File: src/hdl/opl3_mix_defs.svh
/*
 * Widths and counts for the OPL3 channel mixer.
 * Operator samples and outputs are signed two's complement.
 * The accumulator width covers 18 slots of three-operator sums.
 */
`ifndef OPL3_MIX_DEFS_SVH
`define OPL3_MIX_DEFS_SVH

`define OPL3_OP_OUT_WIDTH 13 // signed operator sample
`define OPL3_SAMPLE_WIDTH 16 // signed clamped output
`define OPL3_ACC_WIDTH    19 // pre-clamp accumulator
`define OPL3_NUM_CHANNELS 9  // channels per bank
`define OPL3_NUM_SLOTS    18 // operator slots per bank
`define OPL3_NUM_OUTPUTS  4  // channel a to d

`endif

File: src/hdl/opl3_mix_pkg.sv
/*
 * Shared types for the mixer. Register bytes follow the OPL3 layout.
 * The fb field is decoded but never stored.
 */
`default_nettype none

package opl3_mix_pkg;

    typedef struct packed {
        logic       chd;
        logic       chc;
        logic       chb;
        logic       cha;
        logic [2:0] fb;  // feedback, ignored here
        logic       cnt;
    } chan_ctrl_t;       // 0xC0-0xC8

    typedef struct packed {
        logic [1:0] unused;
        logic [5:0] conn_sel; // bits 0-2 bank 0, bits 3-5 bank 1
    } four_op_t;              // 0x104

    // one write byte, read per address
    typedef union packed {
        chan_ctrl_t ctrl;
        four_op_t   four_op;
        logic [7:0] raw;
    } reg_byte_u;

    typedef enum logic [1:0] {
        IDLE,
        CALC,
        LOAD
    } mix_state_t;

    typedef struct packed {
        logic       bank;
        logic [3:0] channel;
    } slot_pos_t;

endpackage

`default_nettype wire

File: src/hdl/slot_if.sv
/*
 * Slot position and pass step strobes shared by the sequencer,
 * the counter and the accumulators.
 */
`timescale 1ns/1ps
`default_nettype none

interface slot_if;
    logic                    calc;  // current slot valid
    logic                    clear; // zero accumulators
    logic                    load;  // clamp and present
    opl3_mix_pkg::slot_pos_t pos;
    logic                    last;  // bank 1 channel 8

    modport seq_mp (output calc, clear, load, input pos, last);
    modport cnt_mp (input calc, output pos, last);
    modport data_mp (input calc, clear, load, pos);
endinterface

`default_nettype wire

File: src/hdl/mix_sequencer.sv
/*
 * Pass control. sample_clk_en starts a pass only from IDLE.
 * Clear coincides with the first slot, load follows the last one.
 */
`timescale 1ns/1ps
`default_nettype none

module mix_sequencer (
    input wire    clk,
    input wire    reset,
    input wire    sample_clk_en,
    slot_if.seq_mp slot
);
    opl3_mix_pkg::mix_state_t state;
    opl3_mix_pkg::mix_state_t next_state;

    always_ff @(posedge clk) begin
        if (reset)
            state <= opl3_mix_pkg::IDLE;
        else
            state <= next_state;
    end

    always_comb begin
        unique case (state)
            opl3_mix_pkg::IDLE:
                next_state = sample_clk_en ? opl3_mix_pkg::CALC : opl3_mix_pkg::IDLE;
            opl3_mix_pkg::CALC:
                next_state = slot.last ? opl3_mix_pkg::LOAD : opl3_mix_pkg::CALC;
            default:
                next_state = opl3_mix_pkg::IDLE;
        endcase
    end

    assign slot.calc  = (state == opl3_mix_pkg::CALC);
    assign slot.clear = slot.calc && (slot.pos == '0); // first slot of the pass
    assign slot.load  = (state == opl3_mix_pkg::LOAD);

    // counter parked at the first slot between passes
    a_idle_at_start: assert property (@(posedge clk) disable iff (reset)
        state == opl3_mix_pkg::IDLE |-> slot.pos == '0);
    a_load_after_last: assert property (@(posedge clk) disable iff (reset)
        slot.calc && slot.last |=> slot.load ##1 !slot.load);
endmodule

`default_nettype wire

File: src/hdl/slot_counter.sv
/*
 * Walks bank 0 channels 0-8, then bank 1 channels 0-8, one step
 * per calc cycle. Wraps to the start after the last slot.
 */
`timescale 1ns/1ps
`default_nettype none
`include "opl3_mix_defs.svh"

module slot_counter (
    input wire     clk,
    input wire     reset,
    slot_if.cnt_mp slot
);
    localparam int LAST_CH = `OPL3_NUM_CHANNELS - 1;

    always_ff @(posedge clk) begin
        if (reset) begin
            slot.pos <= '0;
        end else if (slot.calc) begin
            if (slot.last) begin
                slot.pos <= '0; // ready for next pass
            end else if (slot.pos.channel == 4'(LAST_CH)) begin
                slot.pos.bank    <= 1'b1;
                slot.pos.channel <= '0;
            end else begin
                slot.pos.channel <= slot.pos.channel + 4'd1;
            end
        end
    end

    assign slot.last = slot.pos.bank && (slot.pos.channel == 4'(LAST_CH));

    a_channel_range: assert property (@(posedge clk) disable iff (reset)
        slot.pos.channel <= 4'(LAST_CH));
endmodule

`default_nettype wire

File: src/hdl/operator_sample_ram.sv
/*
 * 36 operator samples, index = bank*18 + slot. Addresses 36-63 are
 * dropped. Reads return operators ch, ch+3, ch+6, ch+9 of the bank.
 */
`timescale 1ns/1ps
`default_nettype none
`include "opl3_mix_defs.svh"

module operator_sample_ram (
    input wire                                 clk,
    input wire                                 reset,
    input wire                                 op_we,
    input wire [5:0]                           op_addr,
    input wire signed [`OPL3_OP_OUT_WIDTH-1:0] op_data,
    input wire opl3_mix_pkg::slot_pos_t        pos,
    output logic signed [`OPL3_OP_OUT_WIDTH-1:0] op_rd [4]
);
    localparam int DEPTH = 2 * `OPL3_NUM_SLOTS;

    logic signed [`OPL3_OP_OUT_WIDTH-1:0] mem [DEPTH];
    logic [5:0] base;

    always_ff @(posedge clk) begin
        if (op_we && op_addr < 6'(DEPTH))
            mem[op_addr] <= op_data;
    end

    assign base = (pos.bank ? 6'(`OPL3_NUM_SLOTS) : 6'd0) + 6'(pos.channel);

    always_comb begin
        for (int i = 0; i < 4; i++)
            op_rd[i] = mem[base + 6'(3 * i)]; // max index bank*18 + 17
    end

    a_addr_range: assert property (@(posedge clk) disable iff (reset)
        op_we |-> op_addr < 6'(DEPTH));
endmodule

`default_nettype wire

File: src/hdl/channel_config_regs.sv
/*
 * OPL3 register decode: 0xC0-0xC8 per bank, 0x104 four-op pairing,
 * 0x105 bit 0 new mode. Other addresses are ignored. The four-op role
 * flags are already qualified by new mode.
 */
`timescale 1ns/1ps
`default_nettype none
`include "opl3_mix_defs.svh"

module channel_config_regs (
    input wire                          clk,
    input wire                          reset,
    input wire                          reg_we,
    input wire [8:0]                    reg_addr,
    input wire [7:0]                    reg_data,
    input wire opl3_mix_pkg::slot_pos_t pos,
    output opl3_mix_pkg::chan_ctrl_t    ctrl,
    output opl3_mix_pkg::chan_ctrl_t    pair_ctrl,
    output logic                        four_op_primary,
    output logic                        four_op_secondary,
    output logic                        is_new
);
    opl3_mix_pkg::chan_ctrl_t ctrl_q [2][`OPL3_NUM_CHANNELS];
    opl3_mix_pkg::reg_byte_u  wr_byte;
    opl3_mix_pkg::chan_ctrl_t wr_ctrl;
    logic [5:0] conn_sel;
    logic [2:0] bank_sel;
    logic [3:0] pair_ch;
    logic       ctrl_hit;

    assign wr_byte.raw = reg_data;
    assign ctrl_hit = reg_addr[7:4] == 4'hC && reg_addr[3:0] < 4'(`OPL3_NUM_CHANNELS);

    always_comb begin
        wr_ctrl    = wr_byte.ctrl;
        wr_ctrl.fb = '0; // feedback not kept
    end

    always_ff @(posedge clk) begin
        if (reset) begin
            for (int b = 0; b < 2; b++)
                for (int c = 0; c < `OPL3_NUM_CHANNELS; c++)
                    ctrl_q[b][c] <= '0;
            conn_sel <= '0;
            is_new   <= 1'b0;
        end else if (reg_we) begin
            if (ctrl_hit)
                ctrl_q[reg_addr[8]][reg_addr[3:0]] <= wr_ctrl;
            if (reg_addr == 9'h104)
                conn_sel <= wr_byte.four_op.conn_sel;
            if (reg_addr == 9'h105)
                is_new <= wr_byte.raw[0];
        end
    end

    assign pair_ch   = (pos.channel < 4'd6) ? pos.channel + 4'd3 : pos.channel;
    assign ctrl      = ctrl_q[pos.bank][pos.channel];
    assign pair_ctrl = ctrl_q[pos.bank][pair_ch];
    assign bank_sel  = pos.bank ? conn_sel[5:3] : conn_sel[2:0];

    always_comb begin
        four_op_primary   = 1'b0;
        four_op_secondary = 1'b0;
        if (pos.channel < 4'd3)
            four_op_primary = is_new && bank_sel[pos.channel[1:0]];
        else if (pos.channel < 4'd6)
            four_op_secondary = is_new && bank_sel[2'(pos.channel - 4'd3)];
    end
endmodule

`default_nettype wire

File: src/hdl/channel_combiner.sv
/*
 * Per-slot operator sum. op_rd holds operators ch, ch+3, ch+6, ch+9.
 * A four-op secondary channel adds nothing. Bank 0 reaches every
 * output while new mode is off.
 */
`timescale 1ns/1ps
`default_nettype none
`include "opl3_mix_defs.svh"

module channel_combiner (
    input wire signed [`OPL3_OP_OUT_WIDTH-1:0] op_rd [4],
    input wire opl3_mix_pkg::chan_ctrl_t       ctrl,
    input wire opl3_mix_pkg::chan_ctrl_t       pair_ctrl,
    input wire                                 four_op_primary,
    input wire                                 four_op_secondary,
    input wire                                 is_new,
    input wire opl3_mix_pkg::slot_pos_t        pos,
    output logic signed [`OPL3_ACC_WIDTH-1:0]  slot_sum,
    output logic [`OPL3_NUM_OUTPUTS-1:0]       out_en
);
    logic signed [`OPL3_ACC_WIDTH-1:0] op [4];
    logic signed [`OPL3_ACC_WIDTH-1:0] sum_2op;
    logic signed [`OPL3_ACC_WIDTH-1:0] sum_4op;

    always_comb begin
        for (int i = 0; i < 4; i++)
            op[i] = op_rd[i]; // sign extend
    end

    always_comb begin
        if (pos.channel < 4'd3)
            sum_2op = ctrl.cnt ? op[0] + op[1] : op[1];
        else if (pos.channel < 4'd6)
            sum_2op = ctrl.cnt ? op[1] + op[2] : op[2];
        else
            sum_2op = ctrl.cnt ? op[2] + op[3] : op[3];
    end

    always_comb begin
        unique case ({ctrl.cnt, pair_ctrl.cnt})
            2'b00:   sum_4op = op[3];
            2'b01:   sum_4op = op[1] + op[3];
            2'b10:   sum_4op = op[0] + op[3];
            default: sum_4op = op[0] + op[2] + op[3];
        endcase
    end

    assign slot_sum = four_op_primary ? sum_4op :
                      four_op_secondary ? '0 : sum_2op;
    assign out_en = (!is_new && !pos.bank) ? '1 : {ctrl.chd, ctrl.chc, ctrl.chb, ctrl.cha};
endmodule

`default_nettype wire

File: src/hdl/output_accumulator.sv
/*
 * Four output accumulators. The first slot of a pass overwrites
 * instead of adding. On load each sum is clamped to 16 bits and held
 * until the next load; sample_valid pulses for one cycle.
 */
`timescale 1ns/1ps
`default_nettype none
`include "opl3_mix_defs.svh"

module output_accumulator (
    input wire                                 clk,
    input wire                                 reset,
    slot_if.data_mp                            slot,
    input wire signed [`OPL3_ACC_WIDTH-1:0]    slot_sum,
    input wire [`OPL3_NUM_OUTPUTS-1:0]         out_en,
    output logic signed [`OPL3_SAMPLE_WIDTH-1:0] channel_a,
    output logic signed [`OPL3_SAMPLE_WIDTH-1:0] channel_b,
    output logic signed [`OPL3_SAMPLE_WIDTH-1:0] channel_c,
    output logic signed [`OPL3_SAMPLE_WIDTH-1:0] channel_d,
    output logic                               sample_valid
);
    localparam logic signed [`OPL3_ACC_WIDTH-1:0] MAX_S = 2 ** (`OPL3_SAMPLE_WIDTH - 1) - 1;
    localparam logic signed [`OPL3_ACC_WIDTH-1:0] MIN_S = -(2 ** (`OPL3_SAMPLE_WIDTH - 1));

    logic signed [`OPL3_ACC_WIDTH-1:0]    acc [`OPL3_NUM_OUTPUTS];
    logic signed [`OPL3_SAMPLE_WIDTH-1:0] out_q [`OPL3_NUM_OUTPUTS];

    function automatic logic signed [`OPL3_SAMPLE_WIDTH-1:0] clamp(
        input logic signed [`OPL3_ACC_WIDTH-1:0] v
    );
        if (v > MAX_S)
            return MAX_S[`OPL3_SAMPLE_WIDTH-1:0];
        else if (v < MIN_S)
            return MIN_S[`OPL3_SAMPLE_WIDTH-1:0];
        else
            return v[`OPL3_SAMPLE_WIDTH-1:0];
    endfunction

    always_ff @(posedge clk) begin
        for (int i = 0; i < `OPL3_NUM_OUTPUTS; i++) begin
            if (slot.calc && out_en[i])
                acc[i] <= (slot.clear ? '0 : acc[i]) + slot_sum;
            else if (slot.clear)
                acc[i] <= '0;
        end
    end

    always_ff @(posedge clk) begin
        if (reset) begin
            for (int i = 0; i < `OPL3_NUM_OUTPUTS; i++)
                out_q[i] <= '0;
            sample_valid <= 1'b0;
        end else begin
            if (slot.load) begin
                for (int i = 0; i < `OPL3_NUM_OUTPUTS; i++)
                    out_q[i] <= clamp(acc[i]);
            end
            sample_valid <= slot.load; // one cycle after load
        end
    end

    assign channel_a = out_q[0];
    assign channel_b = out_q[1];
    assign channel_c = out_q[2];
    assign channel_d = out_q[3];
endmodule

`default_nettype wire

File: src/hdl/opl3_channel_mixer.sv
/*
 * OPL3 channel mixing stage. Register and operator writes must not
 * happen during a pass. A pass takes 19 cycles from sample_clk_en to
 * sample_valid. Rhythm mode is not supported.
 */
`timescale 1ns/1ps
`default_nettype none
`include "opl3_mix_defs.svh"

module opl3_channel_mixer (
    input wire                                   clk,
    input wire                                   reset,
    input wire                                   sample_clk_en,
    input wire                                   reg_we,
    input wire [8:0]                             reg_addr,
    input wire [7:0]                             reg_data,
    input wire                                   op_we,
    input wire [5:0]                             op_addr,
    input wire signed [`OPL3_OP_OUT_WIDTH-1:0]   op_data,
    output logic signed [`OPL3_SAMPLE_WIDTH-1:0] channel_a,
    output logic signed [`OPL3_SAMPLE_WIDTH-1:0] channel_b,
    output logic signed [`OPL3_SAMPLE_WIDTH-1:0] channel_c,
    output logic signed [`OPL3_SAMPLE_WIDTH-1:0] channel_d,
    output logic                                 sample_valid
);
    slot_if slot ();

    logic signed [`OPL3_OP_OUT_WIDTH-1:0] op_rd [4];
    opl3_mix_pkg::chan_ctrl_t ctrl;
    opl3_mix_pkg::chan_ctrl_t pair_ctrl;
    logic four_op_primary;
    logic four_op_secondary;
    logic is_new;
    logic signed [`OPL3_ACC_WIDTH-1:0] slot_sum;
    logic [`OPL3_NUM_OUTPUTS-1:0] out_en;

    mix_sequencer u_seq (.clk, .reset, .sample_clk_en, .slot(slot.seq_mp));

    slot_counter u_cnt (.clk, .reset, .slot(slot.cnt_mp));

    operator_sample_ram u_ram (
        .clk, .reset, .op_we, .op_addr, .op_data, .pos(slot.pos), .op_rd
    );

    channel_config_regs u_cfg (
        .clk, .reset, .reg_we, .reg_addr, .reg_data, .pos(slot.pos),
        .ctrl, .pair_ctrl, .four_op_primary, .four_op_secondary, .is_new
    );

    channel_combiner u_comb (
        .op_rd, .ctrl, .pair_ctrl, .four_op_primary, .four_op_secondary,
        .is_new, .pos(slot.pos), .slot_sum, .out_en
    );

    output_accumulator u_acc (
        .clk, .reset, .slot(slot.data_mp), .slot_sum, .out_en,
        .channel_a, .channel_b, .channel_c, .channel_d, .sample_valid
    );
endmodule

`default_nettype wire

File: config.mk
export PLATFORM = sky130hd
export DESIGN_NAME = opl3_channel_mixer
export DESIGN_NICKNAME = d
export VERILOG_FILES = /design/src/hdl/opl3_mix_pkg.sv /design/src/hdl/slot_if.sv /design/src/hdl/mix_sequencer.sv /design/src/hdl/slot_counter.sv /design/src/hdl/operator_sample_ram.sv /design/src/hdl/channel_config_regs.sv /design/src/hdl/channel_combiner.sv /design/src/hdl/output_accumulator.sv /design/src/hdl/opl3_channel_mixer.sv
export VERILOG_INCLUDE_DIRS = /design/src /design/src/hdl
export SDC_FILE = /design/constraint.sdc
export NUM_CORES = 2
export LEC_CHECK = 0
export BUFFER_PORTS_ARGS = -buffer_cell sky130_fd_sc_hd__buf_2
export CAP_MARGIN = 25
export CELL_PAD_IN_SITES_DETAIL_PLACEMENT = 1
export CELL_PAD_IN_SITES_GLOBAL_PLACEMENT = 1
export CORE_MARGIN = 10
export CORE_UTILIZATION = 49
export DETAILED_ROUTE_END_ITERATION = 16
export PLACE_DENSITY_LB_ADDON = 0.08
export SETUP_SLACK_MARGIN = 0.02
export SYNTH_ARGS = -nofsm -noshare
export SYNTH_HDL_FRONTEND = slang
export SYNTH_SLANG_ARGS = --single-unit
File: constraint.sdc
create_clock -name clk -period 11.8 [get_ports clk]
set_input_delay 2.36 -clock clk [delete_from_list [all_inputs] [get_ports clk]]
set_output_delay 2.36 -clock clk [all_outputs]
set_load 0.05 [all_outputs]
==> flow_summary_export.csv <==
group,metric,value,unit
worst_setup_path,cp_common_cell,"a21oi_1",
job,drv_cap,0,
placement,port_buffers,105,
logic_synthesis,ys_ff_latch,714,
logic_synthesis,syn_inst,3416,
sta,skew,0.0305,ns
cells_and_area,final_common_cell,"edfxtp_1",
logic_synthesis,synthesis.nets,3638,
sta,tightest_slew,1.14,ns
outcome,status,"finished clean",
global_routing,grt_pass1_vias,34100,
worst_setup_path,crit_type,"reg2reg",
logic_synthesis,syn_area,47500,um2
clock_network,clock-sinks,714,
detailed_routing,dr.pass1.iters,5,
floorplanning,die_w,331,um
floorplanning,die_h,331,um
clock_network,clock_path_buffers,3,
clock_network,cts_resized,0,
worst_setup_path,r2r_start,"u_cnt.slot.pos[2]",
sta,tns,0,ns
cells_and_area,mostFrequentLayoutCells,"edfxtp_1 (679), mux4_2 (535), nand2_1 (210)",
sta,rsz0062_at_grt,"false",
floorplanning,die_area,110000,um2
power,switching_share,33.7,%
detailed_routing,vias_per_cell,6.83,
clock_network,clock_latency,0.68,ns
global_routing,grt_usage,27.7,%
logic_synthesis,syn_avg_cell_area,13.9,um2
worst_setup_path,crit_arrival,10.60,ns
worst_setup_path,crit_fanout,20,
placement,place.gp.congestion,0.895,
sta,maxSlewHeadroom,23.8,%
clock_network,htree_levels,3,
detailed_routing,num_vias,33100,
detailed_routing,ant_nets,0,
power,clkPwrFrac,28.7,%
worst_setup_path,slowest_delay,0.88,ns
clock_network,cts_tree,"done",
min_path,whs_endpoint,"u_seq.state[0]",
sta,finalMaxSlewViolations,0,
logic_synthesis,yosys_warnings,0,
detailed_routing,drtIter0Drc,3286,
power,p_int,5.83,mW
logic_synthesis,synth_area_leaders,"edfxtp_1 (43%), mux4_2 (25%), ha_1 (4.2%)",
global_routing,antenna_found_initial,3,
power,p_seq_share,36.0,%
logic_synthesis,synth.largest_area_cell,"edfxtp_1",
floorplanning,core_area,96400,um2
clock_network,cts_buffers,82,
worst_setup_path,start_kind,"flip-flop",
detailed_routing,wl_per_cell,32.0,um
logic_synthesis,synth_ff_type,"edfxtp_1",
cells_and_area,syn2layout_area_growth,10.6,%
floorplanning,row_count,114,
sta,finalSetupViolCount,0,
worst_setup_path,ff2ff_path_depth,33,
clock_network,hold_buffers,0,
cells_and_area,final_nets,3725,
min_path,hp-class,"reg2reg",
sta,final_hold_viol_count,0,
logic_synthesis,async_flop_share,0,%
power,power_density,167,nW/um2
cells_and_area,drive_above_1_share,28.1,%
logic_synthesis,ys_seq_area_share,44.4,%
floorplanning,ios,106,
global_routing,grt_max_degree,159,
power,switching_power,2.96,mW
power,leakagePower,17.8,nW
placement,dp_hpwl,107000,um
worst_setup_path,required,12.22,ns
logic_synthesis,synth-edff-count,679,
clock_network,clkTransAtPathRegs,0.08,ns
clock_network,post_cts_buffers,0,
global_routing,grt_pass1_wl,230000,um
cells_and_area,antenna-diode-count,0,
floorplanning,initial_core_util,49.3,%
clock_network,root_buffer,"clkbuf_16",
power,ir_drop,143,uV
sta,fmax,0.0982,GHz
cells_and_area,final_util,54.5,%
power,comb_power_share,35.3,%
worst_setup_path,cp-end-kind,"flip-flop",
detailed_routing,routed_wl,155000,um
logic_synthesis,yosysTopAreaCellShare,42.9,%
logic_synthesis,yosysUniqueCellTypes,87,
sta,post-route-period-util,86.3,%
worst_setup_path,reg2reg_slack,1.62,ns
min_path,hold_path_depth,1,
worst_setup_path,reg2reg_to,"u_acc.acc[0][37]",
min_path,min_from,"u_seq.state[1]",
worst_setup_path,cp_slowest_cell,"dfxtp_1",
global_routing,grt_overflow_total,0,
detailed_routing,drc_errors,0,
sta,fin_crit,10.18,ns
[cell families after synthesis]
kind of cell	count (synthesis)	synth area share (%)
and+or+nand+nor	821	8.36
DFF	714	44.4
muxes	697	29.1
AOI/OAI and AO/OA	568	7.78
buffers and inverters	301	2.74
adders and majority gates	183	5.13
xor gates and xnor gates	132	2.54
[critical path: cells and delay by family, from the launching register on]
family                     cells  cell delay (ns)
adders and majority gates      4             1.53
xor gates and xnor gates       4             0.95
AOI/OAI and AO/OA             17             4.72
buffers and inverters          2             0.54
and+or+nand+nor                4             0.54
muxes                          2             0.76
DFF                            1             0.88
[state kept, by name, indices dropped and copies added (netlist names), named ones only]
signal and count:
u_acc.out_q 64, u_cfg.is_new 1, u_cfg.conn_sel 6, u_cfg.ctrl_q 90, u_acc.sample_valid 1, u_seq.state 2, u_ram.mem 468, u_acc.acc 76
u_cnt.slot.pos 5
[synthesized netlist by cell type, types with 6 or more instances]
cell	n
a21boi_0	8
buf_2	64
inv_1	83
o211ai_1	17
o21a_1	69
nand2_1	210
mux4_2	535
a311o_1	6
or3_1	20
xnor2_1	81
clkbuf_1	108
and2_1	137
nor3b_1	6
o21bai_1	39
buf_1	23
buf_4	16
o311ai_0	6
a21oi_1	148
nand3_1	55
nand3b_1	7
a21o_1	30
ha_1	161
mux2_2	33
nor2_1	228
xor2_1	44
mux2i_1	123
a311oi_1	13
a31oi_1	15
nor2b_1	31
o21ai_1	7
nand2b_1	22
fa_1	20
a211oi_1	19
nor3_1	40
edfxtp_1	679
o21ai_0	119
or2_2	25
dfxtp_1	35
and3_1	20
o22ai_1	10
o31ai_1	9
[routing by layer]
metal | global-route usage, % | wire, um | up-vias
met2 | 47.3 | 77800 | 1586
met1 | 34.8 | 58700 | 17300
met3 | 4.81 | 11800 | 327
met4 | 10.8 | 6790 | 6
li1 | - | - | 13900
met5 | 0 | 44 | -
[area by class of cell]
| type | count | area [um2] |
|---|---|---|
| Fill cell | 9372 | 43900 |
| Multi-Input combinational cell | 2401 | 25500 |
| Sequential cell | 714 | 21100 |
| Clock buffer | 104 | 2190 |
| Tap cell | 1276 | 1600 |
| Timing Repair Buffer | 218 | 1470 |
| Clock inverter | 46 | 428 |
| Inverter | 86 | 323 |
[worst max path at each step]
| stage | cells past startpoint | end | startpoint | slack (ns) |
|---|---|---|---|---|
| after CTS | 33 | u_acc.acc[0][18] | u_cnt.slot.pos[2] | 1.60 |
| after detailed placement | 32 | u_acc.acc[0][37] | u_cnt.slot.pos[2] | 1.69 |
| after global routing | 33 | u_acc.acc[0][37] | u_cnt.slot.pos[2] | 0.93 |
| after global placement | 32 | u_acc.acc[0][37] | u_cnt.slot.pos[2] | 1.63 |
| final | 33 | u_acc.acc[0][37] | u_cnt.slot.pos[2] | 1.62 |
| after floorplan | 46 | u_acc.acc[0][37] | u_cnt.slot.pos[4] | 0.78 |
[stage by stage]
step	instances	hold WS, ns	setup slack (ns)	total power [mW]	instance area [um2]
after global placement	4686	0.471	1.63	6.16	49800
after CTS	4842	0.526	1.60	8.82	52500
after global routing	4845	0.540	0.934	9.28	52600
after floorplan	3416	0.458	0.778	5.47	47500
final	4845	0.520	1.62	8.79	52600
after detailed placement	4692	0.515	1.69	6.28	49900
[power by group through the flow]
stage,clock network [mW],registers (mW),logic [mW]
3_5_place_dp,0,3.21,3.07
5_1_grt,2.67,3.18,3.43
2_1_floorplan,0,3.18,2.29
6_report,2.53,3.16,3.10
3_3_place_gp,0,3.20,2.96
4_1_cts,2.56,3.16,3.09
Power figures use the tool's default switching activity.
